File: src/rtl/fb_bridge_pkg.sv
package fb_bridge_pkg;

	// --------------------------------------------------
	// Data types
	// --------------------------------------------------
	typedef logic [31:0] word_t;      // Wishbone and frame buffer word
	typedef logic [7:0]  pixel_t;     // One camera byte
	typedef logic [3:0]  nibble_t;    // QSPI lanes 3:0
	typedef logic [23:0] qspi_addr_t; // SRAM byte address

	// --------------------------------------------------
	// QSPI SRAM frame format
	// --------------------------------------------------
	localparam logic [7:0] QSPI_CMD_WRITE = 8'h38; // Quad write, sent serially on lane 0

	localparam int CMD_BITS     = 8; // Command cycles, one bit each
	localparam int ADDR_NIBBLES = 6; // 24-bit address, MS nibble first
	localparam int WORD_NIBBLES = 8; // Data cycles per 32-bit word

	// --------------------------------------------------
	// Register map
	// --------------------------------------------------
	localparam logic [1:0] MODE_FLUSH = 2'b10; // Ctrl bits 1:0, drain banks to SRAM

	localparam logic REG_CTRL   = 1'b0; // Host control word
	localparam logic REG_STATUS = 1'b1; // Read-only status

	// Status word layout, all other bits read zero
	localparam int STAT_BANK_BIT  = 0; // Bank the camera is filling
	localparam int STAT_BUSY_BIT  = 4; // Burst writer active
	localparam int STAT_VSYNC_BIT = 8; // Live VSYNC level

endpackage

File: src/rtl/cam_word_packer.sv
`timescale 1ns/1ps

module cam_word_packer #(
	parameter int BANK_WORDS = 512 // Words per bank, power of two
) (
	input  logic                          WBs_CLK_i,   // System clock
	input  logic                          WBs_RST_i,   // Async reset, active high
	input  logic                          cam_vsync_i, // Frame valid level
	input  logic                          cam_href_i,  // Line valid level
	input  fb_bridge_pkg::pixel_t         cam_dat_i,   // Camera byte
	output logic                          wr_en_o,     // One-cycle word write
	output logic [$clog2(BANK_WORDS):0]   wr_addr_o,   // Bank bit plus word index
	output fb_bridge_pkg::word_t          wr_data_o,   // Packed word
	output logic                          cam_bank_o   // Bank being filled
);

	import fb_bridge_pkg::*;

	localparam int AW = $clog2(BANK_WORDS) + 1; // Spans both banks

	logic          byte_ok;  // Byte taken this edge
	logic [1:0]    byte_cnt; // Bytes held in the current word
	pixel_t [2:0]  shift_q;  // First three bytes, oldest in [2]
	logic [AW-1:0] word_cnt; // Write position over both banks

	assign byte_ok = cam_vsync_i & cam_href_i;

	// --------------------------------------------------
	// Byte count, write strobe and word counter
	// --------------------------------------------------
	always_ff @(posedge WBs_CLK_i or posedge WBs_RST_i) begin
		if (WBs_RST_i) begin
			byte_cnt <= 2'd0;
			wr_en_o  <= 1'b0;
			word_cnt <= '0;
		end else begin
			wr_en_o <= byte_ok && (byte_cnt == 2'd3); // Fourth byte completes the word
			if (byte_ok) begin
				byte_cnt <= byte_cnt + 2'd1; // Wraps to 0 after the fourth
			end
			if (wr_en_o) begin
				word_cnt <= word_cnt + 1'b1; // Wraps at 2 x BANK_WORDS
			end
		end
	end

	// Partial word simply waits across HREF or VSYNC gaps
	always_ff @(posedge WBs_CLK_i) begin
		if (byte_ok) begin
			if (byte_cnt == 2'd3) begin
				wr_data_o <= {shift_q, cam_dat_i}; // First byte lands in 31:24
			end else begin
				shift_q <= {shift_q[1:0], cam_dat_i};
			end
		end
	end

	assign wr_addr_o  = word_cnt;
	assign cam_bank_o = word_cnt[AW-1]; // Top bit picks the bank

endmodule

File: config.mk
export PLATFORM = sky130hd
export DESIGN_NAME = cam_word_packer
export DESIGN_NICKNAME = d
export VERILOG_FILES = /design/src/rtl/fb_bridge_pkg.sv /design/src/rtl/cam_word_packer.sv
export SDC_FILE = /design/constraint.sdc
export NUM_CORES = 1
export LEC_CHECK = 0
export BUFFER_PORTS_ARGS = -buffer_cell sky130_fd_sc_hd__buf_2
export CAP_MARGIN = 10
export CORE_MARGIN = 2
export CORE_UTILIZATION = 50
export DETAILED_ROUTE_END_ITERATION = 10
export GPL_TIMING_DRIVEN = 1
export PLACE_DENSITY = 0.76
export SETUP_SLACK_MARGIN = 0.5
export SLEW_MARGIN = 10
export SYNTH_ARGS = -nofsm -noshare
export SYNTH_HDL_FRONTEND = slang
export SYNTH_SLANG_ARGS = --single-unit
File: constraint.sdc
create_clock -name WBs_CLK_i -period 2.8 [get_ports WBs_CLK_i]
set_clock_uncertainty 0.2 [all_clocks]
set_input_delay 0.42 -clock WBs_CLK_i [delete_from_list [all_inputs] [get_ports WBs_CLK_i]]
set_output_delay 0.42 -clock WBs_CLK_i [all_outputs]
set_load 0.005 [all_outputs]
After elaboration in Yosys (flattened, before gate mapping):

Cells that the tools add are included.

* add/sub/neg operators: 2
* equality and inequality tests: 1
* bitwise logic cells: 2
* reduce and logical (&&, ||, !) cells: 3

Operators with widths (count)
* $add 10x1->10 const B: 1
* $reduce_and 2->1: 2
* $add 2x1->2 const B: 1
* $eq 2x2->1 const B: 1
* $and 1x1->1: 1
* $logic_and 1x1->1: 1
* $not 1->1: 1

* bits in registers: 69
* bits of input ports: 12
* output and inout bits: 44
* word-level logic and storage cells: 15

Logic depth before layout (Yosys ltp):

* depth after elaboration: 3
* depth in mapped cells: 4
* mapped depth without buffers: 4

Worst setup path after synthesis:

No wires, ideal clock.

* path kind: register -> register
* start: reg byte_cnt[0]
* end: reg shift_q[0] (netlist bit) (enable)
* setup time: 0.405 ns
* arrival: 1.620 ns
* data required time: 2.195 ns
* path slack: 0.575 ns
* stages on the path, launching flop included: 3
* buffers on the path: 0
* clock period less this slack: 2.225 ns
* cell sequence: dfrtp_1 > ha_1 > nor2_1

* cells in the longest elaborated chain, start to end: 3

Ends and longest elaborated chain
* from (decl): line cam_word_packer.sv:22 `logic [1:0] byte_cnt;`
* from (signal assigned): line cam_word_packer.sv:39 `byte_cnt <= byte_cnt + 2'd1;`
* $eq 2x2->1: line cam_word_packer.sv:50 `if (byte_cnt == 2'd3) begin`
* $not 1->1 (no source line)
* $reduce_and 2->1 (no source line)
* to (signal assigned): line cam_word_packer.sv:53 `shift_q <= {shift_q[1:0], cam_dat_i};`
* to (decl): line cam_word_packer.sv:23 `pixel_t [2:0] shift_q;`

Every way passes these cells.
A chain may end at the register's enable or synchronous reset.

Final worst setup path:

* start: reg wr_en_o
* end: out wr_en_o

RTL lines
* from (decl): line cam_word_packer.sv:11 `output logic wr_en_o,`
* from (signal assigned): line cam_word_packer.sv:37 `wr_en_o <= byte_ok && (byte_cnt == 2'd3);`

No word-level cell between the ends.

==> summary.txt <==
Route
  • Vias after detailed routing: 1076
  • Drt wl/cell: 15.2 um
  • 1st-iter DRT viols: 64
  • Post-DRT Antenna Nets: 0
  • Via/cell ratio: approximately 4.7
  • # DRC: 0
  • First-pass DRT Iterations: 4
  • Final WL: ~3500 um

Floorplan
  • Full die area: between 0.005 and 0.006 mm2
  • Starting density of the core: 52.0%
  • Die width: approximately 70 um
  • Core ar.: around 0.0044 mm2
  • Die Span Y: about 70 um
  • FP Rows: 24
  • Ports: 56

Layout
  • Share of layout cells above drive strength 1: between 40% and 50%
  • P&R area growth vs syn: 22.5%
  • Most common cell after layout, fill and taps aside: edfxtp_1
  • ANT cells: 0
  • Nets@finish: around 190
  • Final core utilization: a little under two thirds
  • Fin cells: between 200 and 250
  • Commonest non-fill, non-tap cells in the layout: edfxtp_1, buf_2, dfrtp_1

Synthesis
  • Yosys reg bits: just under 70
  • Yosys warnings: 0
  • Compound-Gate Fraction of Synth Area: 0%
  • Post-synthesis adder-cell area fraction: around 1.1%
  • Post-Synth XOR/XNOR Area: 3.87%
  • Yosys cell types: 20
  • Mux share of post-synthesis cell area: less than 1%
  • Cells after Synth: between 100 and 150
  • Simple-gate share of the synthesized area: 4.31%
  • Avg Inst Size Synth: 22.0 um2
  • Mapped Area: approximately 0.0023 mm2
  • Main combinational cell family by area after synthesis: simple AND/OR/NAND/NOR gates
  • Net count after synthesis: ~120
  • Register area share after synthesis: about nine tenths

Global routing
  • GRT Overall Usage: 15.1%
  • Largest net degree at the start of global routing: 25
  • First-pass GRT wire length: roughly 5400 um
  • Number of global-route vias before repair: between 1000 and 1500
  • Grt ovf: 0
  • Initial antenna violation count: 0

STA
  • Fin Setup TNS: 0 ps
  • Hold Worst Slack: around 89 ps
  • Final setup vio count: 0
  • Worst Tran Pin Value: ~480 ps
  • RSZ-0062 raised after global routing: false
  • Fin crit share: approximately 58%
  • Worst rel slew slack: between 60% and 70%
  • Fmax achieved: 0.613 GHz
  • Final slew viol count: 0
  • Tmin final: about 1600 ps
  • Fin. Hold Viols: 0

Pwr
  • Switching Share: around a quarter
  • Internal: between 1.5 and 2 mW
  • Comb power frac: between 9 and 10%
  • Flop pwr share: ~61%
  • VDD IR max: roughly 0.46 mV
  • PD cells: approximately 800 mW/mm2
  • Leak: between 1 and 1.5 nW
  • Clock network fraction of design power: between 20% and 30%
  • NetSw: 0.510 mW

Worst hold path
  • HP Start: cam_dat_i[7]
  • Worst hold path class: in -> reg
  • Hold path endpoint: shift_q[7]
  • WHS Path Cells: 1

Worst setup path
  • RR Endpoint: shift_q[18]
  • Worst r2r src: byte_cnt[0]
  • Worst R2R Path Depth: 3
  • Worst setup SP type: register
  • Worst Setup End Kind: output pin
  • Worst reg-to-reg setup slack: 1250 ps
  • CP Buf/Inv Count: 1
  • Data arrival, critical path: 1010 ps
  • CP Max Fanout: 8
  • CP max-delay cell: dfrtp_1
  • Cell family with most CP delay: flip-flops
  • CP Cell Sequence: buf_2
  • Crit path kind: reg -> out
  • Required @ worst endpoint: between 2000 and 2500 ps
  • Largest stage delay, worst path: roughly 500 ps

Clocking
  • CTS tree: done
  • Skew-Pair Late Insertion Delay: 320 ps
  • CTS Buf Count: 9
  • # resized after CTS: 0
  • # H-tree levels: 3
  • Worst-path clk slew: about 60 ps
  • Root Buffer: clkbuf_8
  • Clock Path Buffers: 2
  • TritonCTS sink count: 69
  • # hold bufs at CTS: 1
  • Postcts setup bufs: 0

Placed design
  • Placed cells: 211
  • Port buffer count: 55
  • HPWL Detailed: 2430 um
  • Global placement routability congestion: ~0.74

Run status
  • Status: finished, final reports clean

Job
  • Max Cap Viol: 0
[final cells by class]
type,instances,area [um2]
Timing Repair Buffer,59,308
Clock buffer,13,139
Fill cell,288,1580
Tap cell,52,65.1
Inverter,2,7.51
Clock inverter,3,13.8
Multi-Input combinational cell,30,235
Sequential cell,69,2010
[worst max path at each step]
stage / cells after the start / to / startpoint
2_1_floorplan: 2 / shift_q[0] / byte_cnt[0]
3_3_place_gp: 4 / shift_q[17] / cam_vsync_i
3_5_place_dp: 4 / shift_q[10] / cam_vsync_i
4_1_cts: 1 / wr_en_o / wr_en_o
5_1_grt: 1 / wr_en_o / wr_en_o
6_report: 1 / wr_en_o / wr_en_o
[layer usage]
layer | global-route usage [%] | vias up | share of wire (%)
li1 | - | 525 | -
met1 | 17.4 | 508 | 42
met2 | 22.9 | 37 | 50
met3 | 7.45 | 6 | 6.5
met4 | 8.60 | 0 | 1.5
met5 | 0 | - | 0
[Yosys cell counts]
master / number / area share, %
nand2_2: 1 / 0.28
buf_6: 1 / 0.50
nor4_2: 1 / 0.55
edfxtp_1: 56 / 74
nor2_1: 2 / 0.33
nand4_1: 5 / 1.4
buf_4: 1 / 0.33
and3_1: 2 / 0.55
mux2_2: 1 / 0.50
nor3_1: 1 / 0.22
dfrtp_1: 13 / 14
nand3_2: 1 / 0.44
nand3_1: 1 / 0.22
ha_1: 2 / 1.1
xor2_1: 3 / 1.2
xnor2_1: 7 / 2.7
inv_1: 1 / 0.17
mux2_1: 1 / 0.50
inv_2: 1 / 0.17
nand2_1: 2 / 0.33
[registers in the layout, summed over array words and instances, names as in the netlist]
name and flops:
wr_data_o 32, shift_q 24, wr_addr_o 10, byte_cnt 2
wr_en_o 1
[power groups by stage]
| stage | clock network, mW | registers, mW | logic, mW |
|---|---|---|---|
| final | 0.629 | 1.34 | 0.216 |
| after global routing | 0.691 | 1.36 | 0.240 |
| after CTS | 0.647 | 1.34 | 0.221 |
| after detailed placement | 0 | 1.36 | 0.219 |
| after global placement | 0 | 1.35 | 0.205 |
| after floorplan | 0 | 1.35 | 0.107 |
[metrics by stage]
step / power (mW) / instance area (um2) / worst slack [ps]
floorplan: 1.46 / 2270 / 575
global placement: 1.56 / 2610 / 1290
detailed placement: 1.58 / 2610 / 1250
CTS: 2.21 / 2780 / 1160
global route: 2.29 / 2780 / 1120
finish: 2.19 / 2780 / 1170
[cell families (layout without fill, tap and decap cells)]
kind of cell	after synthesis	after routing
xor gates and xnor gates	10	10
adders and majority gates	2	2
buffers and inverters	4	77
DFF	69	69
muxes	2	2
and+or+nand+nor	16	16
Power figures use the tool's default switching activity.
