<file path="config.mk">
export PLATFORM = sky130hd
export DESIGN_NAME = wb_ctrl_regs
export DESIGN_NICKNAME = d
export VERILOG_FILES = /design/src/rtl/fb_bridge_pkg.sv /design/src/rtl/wb_ctrl_regs.sv
export SDC_FILE = /design/constraint.sdc
export NUM_CORES = 1
export LEC_CHECK = 0
export BUFFER_PORTS_ARGS = -buffer_cell sky130_fd_sc_hd__clkbuf_2
export CAP_MARGIN = 30
export CORE_ASPECT_RATIO = 2
export CORE_UTILIZATION = 50
export CTS_BUF_LIST = sky130_fd_sc_hd__clkbuf_8
export CTS_CLUSTER_SIZE = 14
export DETAILED_ROUTE_END_ITERATION = 8
export PLACE_DENSITY = 0.89
export REMOVE_ABC_BUFFERS = 1
export SYNTH_ARGS = -nofsm -noshare
export SYNTH_HDL_FRONTEND = slang
export SYNTH_SLANG_ARGS = --single-unit
export TNS_END_PERCENT = 50
</file>
<file path="constraint.sdc">
create_clock -name WBs_CLK_i -period 3.6 [get_ports WBs_CLK_i]
set_clock_uncertainty 0.15 [all_clocks]
set_input_delay 0.36 -clock WBs_CLK_i [delete_from_list [all_inputs] [get_ports WBs_CLK_i]]
set_output_delay 0.36 -clock WBs_CLK_i [all_outputs]
set_load 0.05 [all_outputs]
</file>
<file path="src/rtl/fb_bridge_pkg.sv">
package fb_bridge_pkg;

	// --------------------------------------------------
	// Data types
	// --------------------------------------------------
	typedef logic [31:0] word_t;      // Wishbone and frame buffer word
	typedef logic [7:0]  pixel_t;     // One camera byte
	typedef logic [3:0]  nibble_t;    // QSPI lanes 3:0
	typedef logic [23:0] qspi_addr_t; // SRAM byte address

	// --------------------------------------------------
	// QSPI SRAM frame format
	// --------------------------------------------------
	localparam logic [7:0] QSPI_CMD_WRITE = 8'h38; // Quad write, sent serially on lane 0

	localparam int CMD_BITS     = 8; // Command cycles, one bit each
	localparam int ADDR_NIBBLES = 6; // 24-bit address, MS nibble first
	localparam int WORD_NIBBLES = 8; // Data cycles per 32-bit word

	// --------------------------------------------------
	// Register map
	// --------------------------------------------------
	localparam logic [1:0] MODE_FLUSH = 2'b10; // Ctrl bits 1:0, drain banks to SRAM

	localparam logic REG_CTRL   = 1'b0; // Host control word
	localparam logic REG_STATUS = 1'b1; // Read-only status

	// Status word layout, all other bits read zero
	localparam int STAT_BANK_BIT  = 0; // Bank the camera is filling
	localparam int STAT_BUSY_BIT  = 4; // Burst writer active
	localparam int STAT_VSYNC_BIT = 8; // Live VSYNC level

endpackage

</file>
<file path="src/rtl/wb_ctrl_regs.sv">
`timescale 1ns/1ps

module wb_ctrl_regs (
	input  logic                 WBs_CLK_i,    // Bus clock
	input  logic                 WBs_RST_i,    // Async reset, active high
	input  logic                 wbs_cyc_i,    // Bus cycle
	input  logic                 wbs_stb_i,    // Transfer strobe
	input  logic                 wbs_we_i,     // Write enable
	input  logic                 wbs_adr_i,    // Register select
	input  fb_bridge_pkg::word_t wbs_dat_i,    // Write data
	input  logic                 cam_vsync_i,  // Camera frame level
	input  logic                 cam_bank_i,   // Bank being filled
	input  logic                 flush_busy_i, // Writer not idle
	output logic                 wbs_ack_o,    // One-cycle acknowledge
	output fb_bridge_pkg::word_t wbs_dat_o,    // Read data, valid with ack
	output logic                 flush_mode_o  // Mode field equals flush
);

	import fb_bridge_pkg::*;

	logic  acc_go;   // Access pending, ack on next edge
	logic  wr_go;    // Control register write
	word_t ctrl_q;   // Host-written control word
	word_t status_w; // Assembled status

	// Ack blocks a second decode while it is high
	assign acc_go = wbs_cyc_i & wbs_stb_i & ~wbs_ack_o;
	assign wr_go  = acc_go & wbs_we_i & (wbs_adr_i == REG_CTRL);

	// --------------------------------------------------
	// Acknowledge and control register
	// --------------------------------------------------
	always_ff @(posedge WBs_CLK_i or posedge WBs_RST_i) begin
		if (WBs_RST_i) begin
			wbs_ack_o <= 1'b0;
			ctrl_q    <= '0;
		end else begin
			wbs_ack_o <= acc_go; // Held strobe gives ack every 2nd cycle
			if (wr_go) begin
				ctrl_q <= wbs_dat_i; // Lands on the same edge as ack
			end
		end
	end

	// --------------------------------------------------
	// Status word and read data
	// --------------------------------------------------
	always_comb begin
		status_w                 = '0;
		status_w[STAT_BANK_BIT]  = cam_bank_i;
		status_w[STAT_BUSY_BIT]  = flush_busy_i;
		status_w[STAT_VSYNC_BIT] = cam_vsync_i;
	end

	// Captured with the ack so it is stable for the whole ack cycle
	always_ff @(posedge WBs_CLK_i) begin
		if (acc_go) begin
			case (wbs_adr_i)
				REG_CTRL:   wbs_dat_o <= ctrl_q;
				REG_STATUS: wbs_dat_o <= status_w;
			endcase
		end
	end

	assign flush_mode_o = (ctrl_q[1:0] == MODE_FLUSH); // Level, no edge detect

endmodule

</file>
Yosys cells after proc, flatten, opt, wreduce, memory -nomap -nowiden
Cells that the tools add are included.
- $add $sub $neg: 0
- multiply operators: 0
- div/mod/pow operators: 0
- $lt $le $gt $ge: 0
- equal/unequal tests: 1
- shifts and indexed selects: 0
- mux-type cells: 1
- bitwise operators: 6
- reductions and logical operators: 0
- operator list (kind ; number):
    32-bit case mux with 2 select lines ; 1
    1-bit AND ; 4
    2-bit equality test (second input constant) ; 1
    1-bit inverter ; 2
- register bits after elaboration: 65
- bits in latches: 0
- memory bits (writable): 0
- bits in read-only memories: 0
- bits of input ports: 41
- output and inout port bits: 34
- word-level logic and storage cells: 11
- memories kept: 0

Depth between registers and ports, before layout
- depth in word-level cells: 4
- gate-level depth with buffers: 4

Worst setup path after synthesis
Ideal clock, no wire load.
- kind: register -> register
- from: register wbs_ack_o
- to: register wbs_dat_o[0] (enable)
- setup time: 0.422 ns
- arrival time: 2.059 ns
- data required time: 3.028 ns
- slack: 0.969 ns
- stages on the path, launching flop included: 2
- period minus slack after synthesis: 2.631 ns
- cell sequence: dfrtp_1 nor2_1
- longest elaborated chain between the ends: 2
- ends and longest elaborated chain (element ; RTL line ; source):
    start, declared ; wb_ctrl_regs.sv:14 ; output logic wbs_ack_o,
    start signal, assigned ; wb_ctrl_regs.sv:38 ; wbs_ack_o <= acc_go;
    1-bit inverter ; wb_ctrl_regs.sv:27 ; assign acc_go = wbs_cyc_i & wbs_stb_i & ~wbs_ack_o;
    1-bit AND ; wb_ctrl_regs.sv:27 ;
    net acc_go ; wb_ctrl_regs.sv:21 ; logic acc_go;
    end signal, assigned ; wb_ctrl_regs.sv:59 ; REG_CTRL: wbs_dat_o <= ctrl_q;
    end signal, assigned ; wb_ctrl_regs.sv:60 ; REG_STATUS: wbs_dat_o <= status_w;
    end, declared ; wb_ctrl_regs.sv:15 ; output fb_bridge_pkg::word_t wbs_dat_o,
The timed path passes the listed nets, and every way through them passes these cells.
A chain may end at the register's enable or synchronous reset.

Final worst setup path
- from: register wbs_ack_o
- to: register ctrl_q[30]
- longest elaborated chain between the ends: 4
- ends and longest elaborated chain (element ; RTL line ; source):
    1-bit inverter ; wb_ctrl_regs.sv:27 ;
    1-bit AND ; wb_ctrl_regs.sv:27 ;
    1-bit AND (2 in a row) ; wb_ctrl_regs.sv:28 ; assign wr_go = acc_go & wbs_we_i & (wbs_adr_i == REG_CTRL);
    end signal, assigned ; wb_ctrl_regs.sv:40 ; ctrl_q <= wbs_dat_i;
    end, declared ; wb_ctrl_regs.sv:23 ; word_t ctrl_q;
Every way passes these cells.

==> summary.txt <==
Run status
  • Status: finished, final reports clean

Yosys
  • Top post-synthesis cells by area: edfxtp_1 39%, dfrtp_1 34%, mux2_2 15%
  • Dominant cell type by area after synthesis: edfxtp_1
  • Gate Count Post-Synth: 140
  • Top-area cell type share of the netlist area: 39.2%
  • Average size of a mapped cell: 17.5 µm²
  • FF+latch count, synth: 65
  • Post-Syn Area: 2450 µm²
  • Synthesis Warnings: 0
  • Register area share after synthesis: 73.0%
  • Unique masters post-synth: 11

Layout
  • Filler instances: 326
  • # diodes: 0
  • Nets: 265
  • Layout area overhead: 25.1%
  • Final Cell Area: 3060 µm²
  • Share of cells above drive strength 1: 54.6%

Setup path
  • Worst setup path class: flop to flop
  • Crit path max fanout: 32
  • Setup crit start kind: flop
  • Crit path DAT: 1790 ps
  • Critical Path RT: 3670 ps
  • Setup crit end kind: flop

Run
  • Max Cap Violations: 0

Placement
  • GP Congestion: 0.803
  • Pre-CTS WS: 1540 ps
  • PortBufs: 74
  • Placed cell areas: 2880 µm²
  • Post-DP HPWL: 2.75 mm

Detailed routing
  • Post-Route WL: 4.09 mm
  • DRC: 0
  • Vias per inst: 4.82
  • WL per Instance: 14.4 µm
  • 1st-iter DRT viols: 18
  • Routed vias: 1368
  • DRT antenna net count: 0
  • 1st-pass router iterations: 3

Clocking
  • CTS H-Tree Depth: 3
  • Clock buffer count from CTS: 9
  • Worst skew pair latency: 330 ps
  • Cts repair resizes: 0
  • CTS sink count: 65
  • Max Buffers Root-to-Sink: 2
  • Clock-pin transition on the worst setup and hold timing paths: 70 ps
  • Clock Tree Root: clkbuf_8
  • Post-CTS setup buffers: 0
  • CTS tree: built

Timing
  • Final Slew Violations: 0
  • Fin worst setup slack: 1880 ps
  • Final setup vio count: 0
  • Rel. slew slack: 71.7%
  • Worst Tran Pin Value: 425 ps
  • Post-layout min period: 1720 ps
  • Final Hold Viols: 0
  • FMAX: 0.580 GHz
  • Crit share post-route: 47.9%
  • RSZ-0062 raised after global routing: no
  • TNS Setup: 0 ps

GRT
  • GRT Overall Usage: 18.4%
  • First-pass GRT wire length: 6.58 mm
  • Largest net degree at the start of global routing: 34
  • GRT Residual Overflow: 0
  • Initial antenna violation count: 0
  • Vias in the first global route: 1486

Power and ir drop
  • Switching power: 0.451 mW
  • Switching Share: 25.1%
  • Clock share of power: 31.0%
  • Total power divided by cell area: 586 nW/µm²
  • Maximum vdd ir drop: 363 µV
  • Pleak: 1.36 nW
  • Reg power frac: 52.9%
  • P_int: 1.34 mW
  • Logic pwr share: 16.0%

Die
  • Total die area: 5200 µm²
  • Die Wd: 51.5 µm
  • CORE AREA: 4640 µm²
  • Row count: 35
  • Initial core utilization: 52.7%
  • I/O pin total: 75
  • Height of the die: 101 µm

Worst hold path
  • Hold crit path type: primary input to flop
what timing repair did:
action	CTS	global route
hold buffers	1	0
hold endpoints to repair	33	0
setup endpoints to repair	0	0
registers in the layout, summed over array words and instances (netlist names):
register and flops:
ctrl_q 32, wbs_ack_o 1, wbs_dat_o 32
cell usage in the layout, fill, tap and decap left out, drive strengths merged:
cell type	Yosys	final
dlygate4sd3	0	1
clkbuf	3	83
clkinv	0	3
inv	1	4
mux2	35	35
bufinv	0	1
dfrtp	33	33
nand2	1	1
nor4b	1	1
buf	3	4
nor2	1	1
edfxtp	32	32
nor2b	30	30
critical path, cell delays in order, from the launching register on:
cell and delay, ps:
dfrtp_1 430, nor4b_4 210, buf_4 410, mux2_2 390
area by class of cell:
class / instances / area, µm² / area share, %
Clock buffer: 9 / 124 / 4.04
Multi-Input combinational cell: 68 / 616 / 20.1
Tap cell: 55 / 68.8 / 2.25
Timing Repair Buffer: 79 / 410 / 13.4
Sequential cell: 65 / 1790 / 58.3
Inverter: 1 / 3.75 / 0.122
Clock inverter: 7 / 55.1 / 1.80
through the flow:
stage	util (%)	hold slack, ps	total power, mW	std cells
floorplan	-	300	1.18	134
global placement	61.9	302	1.24	267
detailed placement	61.9	313	1.26	267
CTS	66.0	79.3	1.82	284
global route	66.0	80.5	1.88	284
finish	66.0	93.5	1.80	284
cells by family after synthesis:
| group | share of synthesized area, % |
|---|---|
| DFF | 73.0 |
| and+or+nand+nor | 8.94 |
| buffers and inverters | 1.99 |
| muxes | 16.1 |
Yosys cell counts:
cell type	count
dfrtp_1	33
edfxtp_1	32
nand2_1	1
nor4b_4	1
inv_1	1
buf_6	3
mux2_2	33
clkbuf_1	3
nor2_1	1
mux2_1	2
nor2b_1	30
routing by layer:
layer / wire length (µm) / up-vias / share of wire (%) / global-route usage, %
met3: 281 / 13 / 6.9 / 8.14
met4: 137 / 0 / 3.3 / 12.3
met5: 0 / - / 0 / 0
met1: 1540 / 645 / 38 / 19.1
met2: 2140 / 51 / 52 / 29.1
li1: - / 659 / - / -
power groups by stage:
stage | Combinational, mW | Clock [mW] | Sequential (mW)
final | 0.288 | 0.557 | 0.951
after detailed placement | 0.290 | 0 | 0.966
after global placement | 0.279 | 0 | 0.959
after global routing | 0.308 | 0.604 | 0.965
after CTS | 0.293 | 0.576 | 0.952
after floorplan | 0.145 | 0 | 1.03
worst paths after layout:
kind | start | to | slack, ps | cells past startpoint
min in group asynchronous | WBs_RST_i | ctrl_q[29]$_DFFE_PP0P_ | 500 | 4
max in group asynchronous | WBs_RST_i | ctrl_q[17]$_DFFE_PP0P_ | 2510 | 4
max reg2reg | wbs_ack_o$_DFF_PP0_ | ctrl_q[30]$_DFFE_PP0P_ | 1880 | 3
min reg2reg | ctrl_q[25]$_DFFE_PP0P_ | ctrl_q[25]$_DFFE_PP0P_ | 320 | 1
min | wbs_dat_i[25] | ctrl_q[25]$_DFFE_PP0P_ | 90 | 2
max | wbs_ack_o$_DFF_PP0_ | ctrl_q[30]$_DFFE_PP0P_ | 1880 | 3
Power figures use the tool's default switching activity.
