<file path="config.mk">
export PLATFORM = sky130hd
export DESIGN_NAME = qspi_burst_writer
export DESIGN_NICKNAME = d
export VERILOG_FILES = /design/src/rtl/fb_bridge_pkg.sv /design/src/rtl/qspi_burst_writer.sv
export SDC_FILE = /design/constraint.sdc
export NUM_CORES = 1
export LEC_CHECK = 0
export BUFFER_PORTS_ARGS = -buffer_cell sky130_fd_sc_hd__buf_2
export CAP_MARGIN = 20
export CORE_MARGIN = 2
export CORE_UTILIZATION = 52
export DETAILED_ROUTE_END_ITERATION = 8
export PLACE_DENSITY = 0.73
export SYNTH_ARGS = -nofsm -noshare
export SYNTH_HDL_FRONTEND = slang
export SYNTH_SLANG_ARGS = --single-unit
</file>
<file path="constraint.sdc">
create_clock -name WBs_CLK_i -period 3.2 [get_ports WBs_CLK_i]
set_input_delay 0.16 -clock WBs_CLK_i [delete_from_list [all_inputs] [get_ports WBs_CLK_i]]
set_output_delay 0.16 -clock WBs_CLK_i [all_outputs]
set_load 0.01 [all_outputs]
</file>
<file path="src/rtl/fb_bridge_pkg.sv">
package fb_bridge_pkg;

	// --------------------------------------------------
	// Data types
	// --------------------------------------------------
	typedef logic [31:0] word_t;      // Wishbone and frame buffer word
	typedef logic [7:0]  pixel_t;     // One camera byte
	typedef logic [3:0]  nibble_t;    // QSPI lanes 3:0
	typedef logic [23:0] qspi_addr_t; // SRAM byte address

	// --------------------------------------------------
	// QSPI SRAM frame format
	// --------------------------------------------------
	localparam logic [7:0] QSPI_CMD_WRITE = 8'h38; // Quad write, sent serially on lane 0

	localparam int CMD_BITS     = 8; // Command cycles, one bit each
	localparam int ADDR_NIBBLES = 6; // 24-bit address, MS nibble first
	localparam int WORD_NIBBLES = 8; // Data cycles per 32-bit word

	// --------------------------------------------------
	// Register map
	// --------------------------------------------------
	localparam logic [1:0] MODE_FLUSH = 2'b10; // Ctrl bits 1:0, drain banks to SRAM

	localparam logic REG_CTRL   = 1'b0; // Host control word
	localparam logic REG_STATUS = 1'b1; // Read-only status

	// Status word layout, all other bits read zero
	localparam int STAT_BANK_BIT  = 0; // Bank the camera is filling
	localparam int STAT_BUSY_BIT  = 4; // Burst writer active
	localparam int STAT_VSYNC_BIT = 8; // Live VSYNC level

endpackage

</file>
<file path="src/rtl/qspi_burst_writer.sv">
`timescale 1ns/1ps

module qspi_burst_writer #(
	parameter int                        BANK_WORDS  = 512,      // Words per bank
	parameter int                        BURST_WORDS = 128,      // Words per QSPI burst
	parameter fb_bridge_pkg::qspi_addr_t START_ADDR  = 24'h000004 // First SRAM address
) (
	input  logic                        WBs_CLK_i,    // System clock
	input  logic                        WBs_RST_i,    // Async reset, active high
	input  logic                        flush_mode_i, // Draining allowed
	input  logic                        cam_bank_i,   // Bank the camera is filling
	input  fb_bridge_pkg::word_t        rd_data_i,    // Frame buffer read data
	output logic [$clog2(BANK_WORDS):0] rd_addr_o,    // Frame buffer read address
	output logic                        flush_busy_o, // Not idle
	output logic                        qspi_ncs_o,   // Chip select, active low
	output fb_bridge_pkg::nibble_t      qspi_dat_o    // Lanes 3:0
);

	import fb_bridge_pkg::*;

	localparam int IW     = $clog2(BANK_WORDS);                             // Word index in bank
	localparam int WSH    = $clog2(BURST_WORDS);                            // Burst index shift
	localparam int WCW    = (BURST_WORDS > 1) ? WSH : 1;                    // Word counter width
	localparam int BURSTS = BANK_WORDS / BURST_WORDS;                       // Bursts per bank
	localparam int BCW    = (BURSTS > 1) ? $clog2(BURSTS) : 1;              // Burst counter width
	localparam qspi_addr_t BURST_STEP = qspi_addr_t'(BURST_WORDS * 4);      // Bytes per burst

	typedef enum logic [2:0] {
		ST_IDLE, // Also waits for the next bank
		ST_CMD,
		ST_ADDR,
		ST_DATA,
		ST_GAP
	} state_t;

	state_t         state;
	logic [2:0]     sym_cnt;    // Symbol within phase, also gap length
	logic [WCW-1:0] word_cnt;   // Word within burst
	logic [BCW-1:0] burst_cnt;  // Burst within bank
	logic           flush_bank; // Bank to drain next
	qspi_addr_t     burst_addr; // SRAM address of the next burst
	logic [7:0]     cmd_sr;     // Command, MSB out first
	qspi_addr_t     addr_sr;    // Address, MS nibble out first
	word_t          data_sr;    // Current word, MS nibble out first
	logic [WCW-1:0] rd_word;    // Word index the RAM is asked for

	logic bank_ready;  // Handoff rule
	logic gap_done;
	logic last_burst;
	logic start_burst; // Load shifters, enter command phase
	logic cmd_last;
	logic addr_last;
	logic nib_last;    // Last nibble of a word
	logic word_last;   // Last nibble of the burst

	// --------------------------------------------------
	// Phase decode
	// --------------------------------------------------
	assign bank_ready  = flush_mode_i && (cam_bank_i != flush_bank); // Camera has left it
	assign gap_done    = (state == ST_GAP) && (sym_cnt == 3'd1);     // Two cycles high
	assign last_burst  = (burst_cnt == BCW'(BURSTS - 1));
	assign start_burst = ((state == ST_IDLE) && bank_ready) || (gap_done && !last_burst);
	assign cmd_last    = (state == ST_CMD) && (sym_cnt == 3'(CMD_BITS - 1));
	assign addr_last   = (state == ST_ADDR) && (sym_cnt == 3'(ADDR_NIBBLES - 1));
	assign nib_last    = (state == ST_DATA) && (sym_cnt == 3'(WORD_NIBBLES - 1));
	assign word_last   = nib_last && (word_cnt == WCW'(BURST_WORDS - 1));

	// --------------------------------------------------
	// Control FSM and counters
	// --------------------------------------------------
	always_ff @(posedge WBs_CLK_i or posedge WBs_RST_i) begin
		if (WBs_RST_i) begin
			state      <= ST_IDLE;
			sym_cnt    <= 3'd0;
			word_cnt   <= '0;
			burst_cnt  <= '0;
			flush_bank <= 1'b0;
			burst_addr <= START_ADDR;
		end else begin
			case (state)
				ST_IDLE: begin
					if (bank_ready) begin
						state   <= ST_CMD;
						sym_cnt <= 3'd0;
					end
				end
				ST_CMD: begin
					if (cmd_last) begin
						state   <= ST_ADDR;
						sym_cnt <= 3'd0;
					end else begin
						sym_cnt <= sym_cnt + 3'd1;
					end
				end
				ST_ADDR: begin
					if (addr_last) begin
						state   <= ST_DATA; // First word already prefetched
						sym_cnt <= 3'd0;
					end else begin
						sym_cnt <= sym_cnt + 3'd1;
					end
				end
				ST_DATA: begin
					if (nib_last) begin
						sym_cnt  <= 3'd0;
						word_cnt <= word_last ? '0 : word_cnt + 1'b1;
						if (word_last) begin
							state      <= ST_GAP;
							burst_addr <= burst_addr + BURST_STEP; // 24-bit wrap
						end
					end else begin
						sym_cnt <= sym_cnt + 3'd1;
					end
				end
				ST_GAP: begin
					if (gap_done) begin
						sym_cnt <= 3'd0;
						if (last_burst) begin
							state      <= ST_IDLE; // Bank done, wait for the other one
							burst_cnt  <= '0;
							flush_bank <= ~flush_bank;
						end else begin
							state     <= ST_CMD;
							burst_cnt <= burst_cnt + 1'b1;
						end
					end else begin
						sym_cnt <= sym_cnt + 3'd1;
					end
				end
				default: state <= ST_IDLE;
			endcase
		end
	end

	// --------------------------------------------------
	// Shift registers
	// --------------------------------------------------
	always_ff @(posedge WBs_CLK_i) begin
		if (start_burst) begin
			cmd_sr  <= QSPI_CMD_WRITE;
			addr_sr <= burst_addr;
		end
		if (state == ST_CMD) begin
			cmd_sr <= {cmd_sr[6:0], 1'b0};
		end
		if (state == ST_ADDR) begin
			addr_sr <= {addr_sr[19:0], 4'h0};
		end
		if (addr_last || nib_last) begin
			data_sr <= rd_data_i; // Gapless handoff to the next word
		end else if (state == ST_DATA) begin
			data_sr <= {data_sr[27:0], 4'h0};
		end
	end

	// During data, ask for the following word so it is ready at nib_last
	assign rd_word   = word_cnt + WCW'(state == ST_DATA);
	assign rd_addr_o = {flush_bank, (IW'(burst_cnt) << WSH) | IW'(rd_word)};

	// --------------------------------------------------
	// Pins
	// --------------------------------------------------
	always_comb begin
		case (state)
			ST_CMD:  qspi_dat_o = {3'b000, cmd_sr[7]}; // Command on lane 0 only
			ST_ADDR: qspi_dat_o = addr_sr[23:20];
			ST_DATA: qspi_dat_o = data_sr[31:28];
			default: qspi_dat_o = 4'h0; // Quiet while deselected
		endcase
	end

	assign qspi_ncs_o   = !((state == ST_CMD) || (state == ST_ADDR) || (state == ST_DATA));
	assign flush_busy_o = (state != ST_IDLE);

endmodule

</file>
# Word level (Yosys, flattened, before mapping)
# Cells that the tools add are included.
# op_classes
shifts	0
magnitude_cmp	0
bitwise_logic	2
n_eq_ne	16
n_div	0
n_reduce_logical	26
addsub	5
n_mux	23
mul	0
# ops
op	n
$mux 32	2
$mux 24	2
$mux 3	11
$pmux 3 s5	2
$add 24x10->24 const B	1
$mux 8	2
$ne 2x2->1 const B	6
$pmux 4 s3	1
$eq 3x3->1 const B	3
$or 9x7->9	1
$logic_and 1x1->1	8
$add 7x1->7	1
$add 7x1->7 const B	1
$eq 7x7->1 const B	1
$mux 7	1
$eq 3x1->1 const B	2
$eq 3x2->1 const B	2
$reduce_and 2->1	3
$reduce_and 3->1	2
$reduce_and 6->1	1
$reduce_bool 2->1	3
$reduce_bool 5->1	1
$logic_or 1x1->1	4
$add 3x1->3 const B	1
9 further kinds	10
# word_totals
ram_bits	0
mem_count	0
wordCells	83
mem_bits_ro	0
latch_bits	0
inputBits	36
regBits	101
out_inout_bits	16

# Logic depth before layout (Yosys ltp)
# logic_depth
depth_word	6
ltp_mapped	8
depth_no_buf	6

# Worst setup path before layout
# OpenSTA, ideal clock, no wires.
# synth_path
kind	reg2reg
start	register sym_cnt[1]
end	register data_sr[0], enable pin
synth_period_minus_slack_ns	3.500
t_arrival_ns	3.029
stages_incl_launch_ff	5
path_buffers	0
setup_time_ns	0.470
setup_slack_ns	-0.300
required_time_ns	2.730
cell_sequence	dfrtp_1 inv_1 ha_1 nand2_1 a21boi_0
# synth_via
elab_chain_len	4
word_cells_on_any_way	6
cone_classes	eq/ne: 2; reduce/logical: 4
# synth_rtl
element	line	source
start, declared	qspi_burst_writer.sv:37	logic [2:0] sym_cnt;
start signal, assigned	qspi_burst_writer.sv:92	sym_cnt <= sym_cnt + 3'd1;
start signal, assigned	qspi_burst_writer.sv:100	sym_cnt <= sym_cnt + 3'd1;
start signal, assigned	qspi_burst_writer.sv:112	sym_cnt <= sym_cnt + 3'd1;
$eq 3x3->1 (on tied branches)	qspi_burst_writer.sv:64, qspi_burst_writer.sv:65	
$logic_and 1x1->1 (on tied branches)	qspi_burst_writer.sv:64, qspi_burst_writer.sv:65	
$logic_or 1x1->1 (*)	qspi_burst_writer.sv:149	if (addr_last || nib_last) begin
$reduce_bool 2->1 (no line) (*)	-	
end signal, assigned	qspi_burst_writer.sv:150	data_sr <= rd_data_i;
end signal, assigned	qspi_burst_writer.sv:152	data_sr <= {data_sr[27:0], 4'h0};
end, declared	qspi_burst_writer.sv:44	word_t data_sr;
# Mark *: on every way between the ends. The rest lies on a longest branch, timed or not.
# A chain may end at the register's enable or synchronous reset.

# Worst setup path in the final report
# layout_path
start	register state[0]
end	output port rd_addr_o[4]
# layout_via
elab_chain_len	3
# layout_rtl
element	line	source
start, declared	qspi_burst_writer.sv:36	state_t state;
start signal, assigned	qspi_burst_writer.sv:73	state <= ST_IDLE;
start signal, assigned	qspi_burst_writer.sv:83	state <= ST_CMD;
start signal, assigned	qspi_burst_writer.sv:89	state <= ST_ADDR;
$eq 3x2->1	qspi_burst_writer.sv:157	assign rd_word = word_cnt + WCW'(state == ST_DATA);
$add 7x1->7	qspi_burst_writer.sv:157	
$or 9x7->9	qspi_burst_writer.sv:158	assign rd_addr_o = {flush_bank, (IW'(burst_cnt) << WSH) | IW'(rd_word)};
end, declared	qspi_burst_writer.sv:13	output logic [$clog2(BANK_WORDS):0] rd_addr_o,
# Every way passes these cells.

==> flow_metrics.env <==
export IMPL_switchingPower_uw=1080
export IMPL_antenna_found_initial=0
export IMPL_diodes=0
export IMPL_cellPowerDensity_nw_per_um2=803
export IMPL_r2r_start="sym_cnt[1]$_DFFE_PP0P_"
export IMPL_utilization_pct=61.2
export IMPL_start_util_pct=53.9
export IMPL_ys_warn_count=0
export IMPL_outcome="finished, violations left"
export IMPL_yosysSeqAreaShare_pct=60.7
export IMPL_place_congestion=0.793
export IMPL_synth_fp_nets=337
export IMPL_required_ps=3040
export IMPL_syn_area_um2=3930
export IMPL_grt_first_pass_wirelength_mm=11.3
export IMPL_worstSetupEndpoint="rd_addr_o[4]"
export IMPL_cts_post_setup_buffers_inserted=0
export IMPL_grt_max_degree=33
export IMPL_p_leak_uw=0.00192
export IMPL_clk_path_buf_depth=2
export IMPL_io_pins=52
export IMPL_insertion_delay_ps=350
export IMPL_die_area_um2=8270
export IMPL_ant_nets=0
export IMPL_clock_sinks=85
export IMPL_tns_ps=0
export IMPL_maxSlewViolCount=0
export IMPL_place_hpwl_mm=4.66
export IMPL_timing_final_crit_share_pct=87.9
export IMPL_avgRoutedWirePerCell_um=15.1
export IMPL_synth_avg_cell_area_um2=13.4
export IMPL_cts_htree_levels=3
export IMPL_viasPerCell=5.33
export IMPL_clock_power_share_pct=20.4
export IMPL_ir_drop_v=0.000404
export IMPL_endpoint_kind="primary output"
export IMPL_n_fill_cell=628
export IMPL_nets=389
export IMPL_die_w_um=91.0
export IMPL_grt_pass1_vias=2355
export IMPL_whs_ps=-10.8
export IMPL_synthArstFlopShare_pct=36.5
export IMPL_firstDrtPassIters=4
export IMPL_synth_seq_cells=85
export IMPL_reg2reg_depth=7
export IMPL_overflow=0
export IMPL_violations="hold timing"
export IMPL_cp_arrival_ps=2650
export IMPL_ys_flop_type="edfxtp_1"
export IMPL_drt_iter0_markers=118
export IMPL_synth_edf_count=53
export IMPL_clk_pin_slew_ps=80
export IMPL_start_kind="register"
export IMPL_rsz0062_at_grt="false"
export IMPL_dp_slack_ps=694
export IMPL_fmax_mhz=355
export IMPL_fin_crit_ps=2810
export IMPL_p_sw_share_pct=30.2
export IMPL_cts_root_buf="clkbuf_8"
export IMPL_synthCells=293
export IMPL_fp_dieH_um=91.0
export IMPL_worstMarginPinSlew_ps=883
export IMPL_cap_viol_max_count=0
export IMPL_row_count=31
export IMPL_drive_above_1_share_pct=30.3
export IMPL_worstSetupPathType="reg2out"
export IMPL_synth_cell_types=44
export IMPL_cts_tree="yes"
export IMPL_rr_endpoint="addr_sr[21]$_DFFE_PP_"
export IMPL_route_detailed_drc=0
export IMPL_hold_violations=22
export IMPL_hold_path_class="in2async"
export IMPL_p_int_uw=2500
export IMPL_hold_buffers=0
export IMPL_cp_max_fo=11
export IMPL_power_total_uw=3580
export IMPL_via_count=2395
export IMPL_crit_path_start="state[0]$_DFFE_PP0P_"
export IMPL_p_seq_share_pct=51.1
export IMPL_setup_viol_count_final=0
export IMPL_port_buffers=51
export IMPL_cts_resized=0
export IMPL_relSlewSlack_pct=41.0
export IMPL_track_usage_pct=17.3
export IMPL_core_area_um2=7290
export IMPL_r2r_setup_slack_ps=710
export IMPL_layout_setup_ws_ps=386
export IMPL_p_comb_share_pct=28.5
export IMPL_wl_mm=6.77
export IMPL_syn_to_final_growth_pct=13.5
export IMPL_cts_buffers=9
export IMPL_fin_skew_ps=8.24
[stage by stage]
step	cell area, µm²	hold WS [ps]	cells
detailed placement	4270	396	433
floorplan	3930	264	293
CTS	4460	15.6	449
finish	4460	-10.8	449
global route	4460	67.4	449
global placement	4270	403	433
[worst max-delay path, cell delays in order (launching register included)]
cell and delay, ps:
dfrtp_1 590, inv_1 200, nor3_1 620, ha_1 300, ha_1 210, nand3_1 110, xnor2_1 140, buf_2 150
[power groups by stage]
stage                     clock network, µW  registers (µW)  logic [µW]
after global placement                    0            1840         991
after global routing                    794            1870        1140
after detailed placement                  0            1860        1030
final                                   731            1830        1020
after floorplan                           0            1780         805
after CTS                               754            1830        1040
[synthesized netlist by cell type, drive strengths merged, types with 3 or more instances]
| library cell | n | share of area [%] |
|---|---|---|
| a21oi | 4 | 0.51 |
| a22o | 15 | 3.3 |
| and2 | 9 | 1.4 |
| and3 | 4 | 0.64 |
| buf | 12 | 2.0 |
| clkbuf | 3 | 0.32 |
| dfrtp | 31 | 20 |
| edfxtp | 53 | 40 |
| ha | 8 | 2.5 |
| inv | 8 | 0.76 |
| mux2 | 29 | 8.3 |
| mux2i | 3 | 0.76 |
| nand2 | 22 | 2.1 |
| nand2b | 4 | 0.64 |
| nand3 | 7 | 0.89 |
| nand4 | 10 | 1.6 |
| nor2 | 11 | 1.0 |
| nor3 | 6 | 1.0 |
| o22ai | 5 | 0.95 |
| or3 | 3 | 0.48 |
| xnor2 | 16 | 3.6 |
| xor2 | 10 | 2.2 |
[state kept, by name, indices dropped and copies added, names as in the netlist]
| name | flops |
|---|---|
| addr_sr | 17 |
| burst_addr | 15 |
| burst_cnt | 2 |
| cmd_sr | 5 |
| data_sr | 32 |
| flush_bank | 1 |
| state | 3 |
| sym_cnt | 3 |
| word_cnt | 7 |
[cells by family after synthesis]
kind of cell,synth area share (%)
flops,60.7
simple gates,12.1
mux,9.07
buf+inv,3.12
fa+ha+maj,2.55
compound gates,6.68
xor+xnor,5.79
[worst min path at each step]
| stage | to | cells past startpoint | slack (ps) | from |
|---|---|---|---|---|
| after detailed placement | word_cnt[4]$_DFFE_PP0P_ | 2 | 400 | WBs_RST_i |
| final | word_cnt[4]$_DFFE_PP0P_ | 2 | -10 | WBs_RST_i |
| after global placement | word_cnt[4]$_DFFE_PP0P_ | 2 | 400 | WBs_RST_i |
| after CTS | burst_addr[21]$_DFFE_PP0P_ | 2 | 20 | WBs_RST_i |
| after floorplan | burst_addr[10]$_DFFE_PP0P_ | 1 | 260 | WBs_RST_i |
| after global routing | burst_addr[21]$_DFFE_PP0P_ | 2 | 70 | WBs_RST_i |
[layout by cell type (no fill, tap or decap), types with 10 or more instances in the layout]
| cell | Yosys | layout |
|---|---|---|
| xor2_1 | 10 | 10 |
| nand4_1 | 10 | 10 |
| mux2_2 | 29 | 29 |
| nor2_1 | 11 | 11 |
| buf_2 | 7 | 51 |
| edfxtp_1 | 53 | 53 |
| dfrtp_1 | 31 | 31 |
| xnor2_1 | 16 | 16 |
| nand2_1 | 22 | 22 |
| a22o_1 | 15 | 15 |
[metal layers]
metal	vias to the layer above	global-route usage (%)	routed length [µm]
met1	1156	23.9	3170
met3	6	3.90	281
met2	55	27.1	3230
li1	1178	-	-
met4	0	6.44	87
met5	-	0	0
[cell type report]
| cell class | instances | area [µm²] | share of cell area [%] |
|---|---|---|---|
| Inverter | 8 | 30.0 | 0.673 |
| Tap cell | 99 | 124 | 2.78 |
| Multi-Input combinational cell | 185 | 1440 | 32.2 |
| Sequential cell | 85 | 2390 | 53.5 |
| Clock inverter | 6 | 62.6 | 1.40 |
| Clock buffer | 10 | 128 | 2.86 |
| Timing Repair Buffer | 56 | 293 | 6.56 |
(Power assumes the default switching activity.)
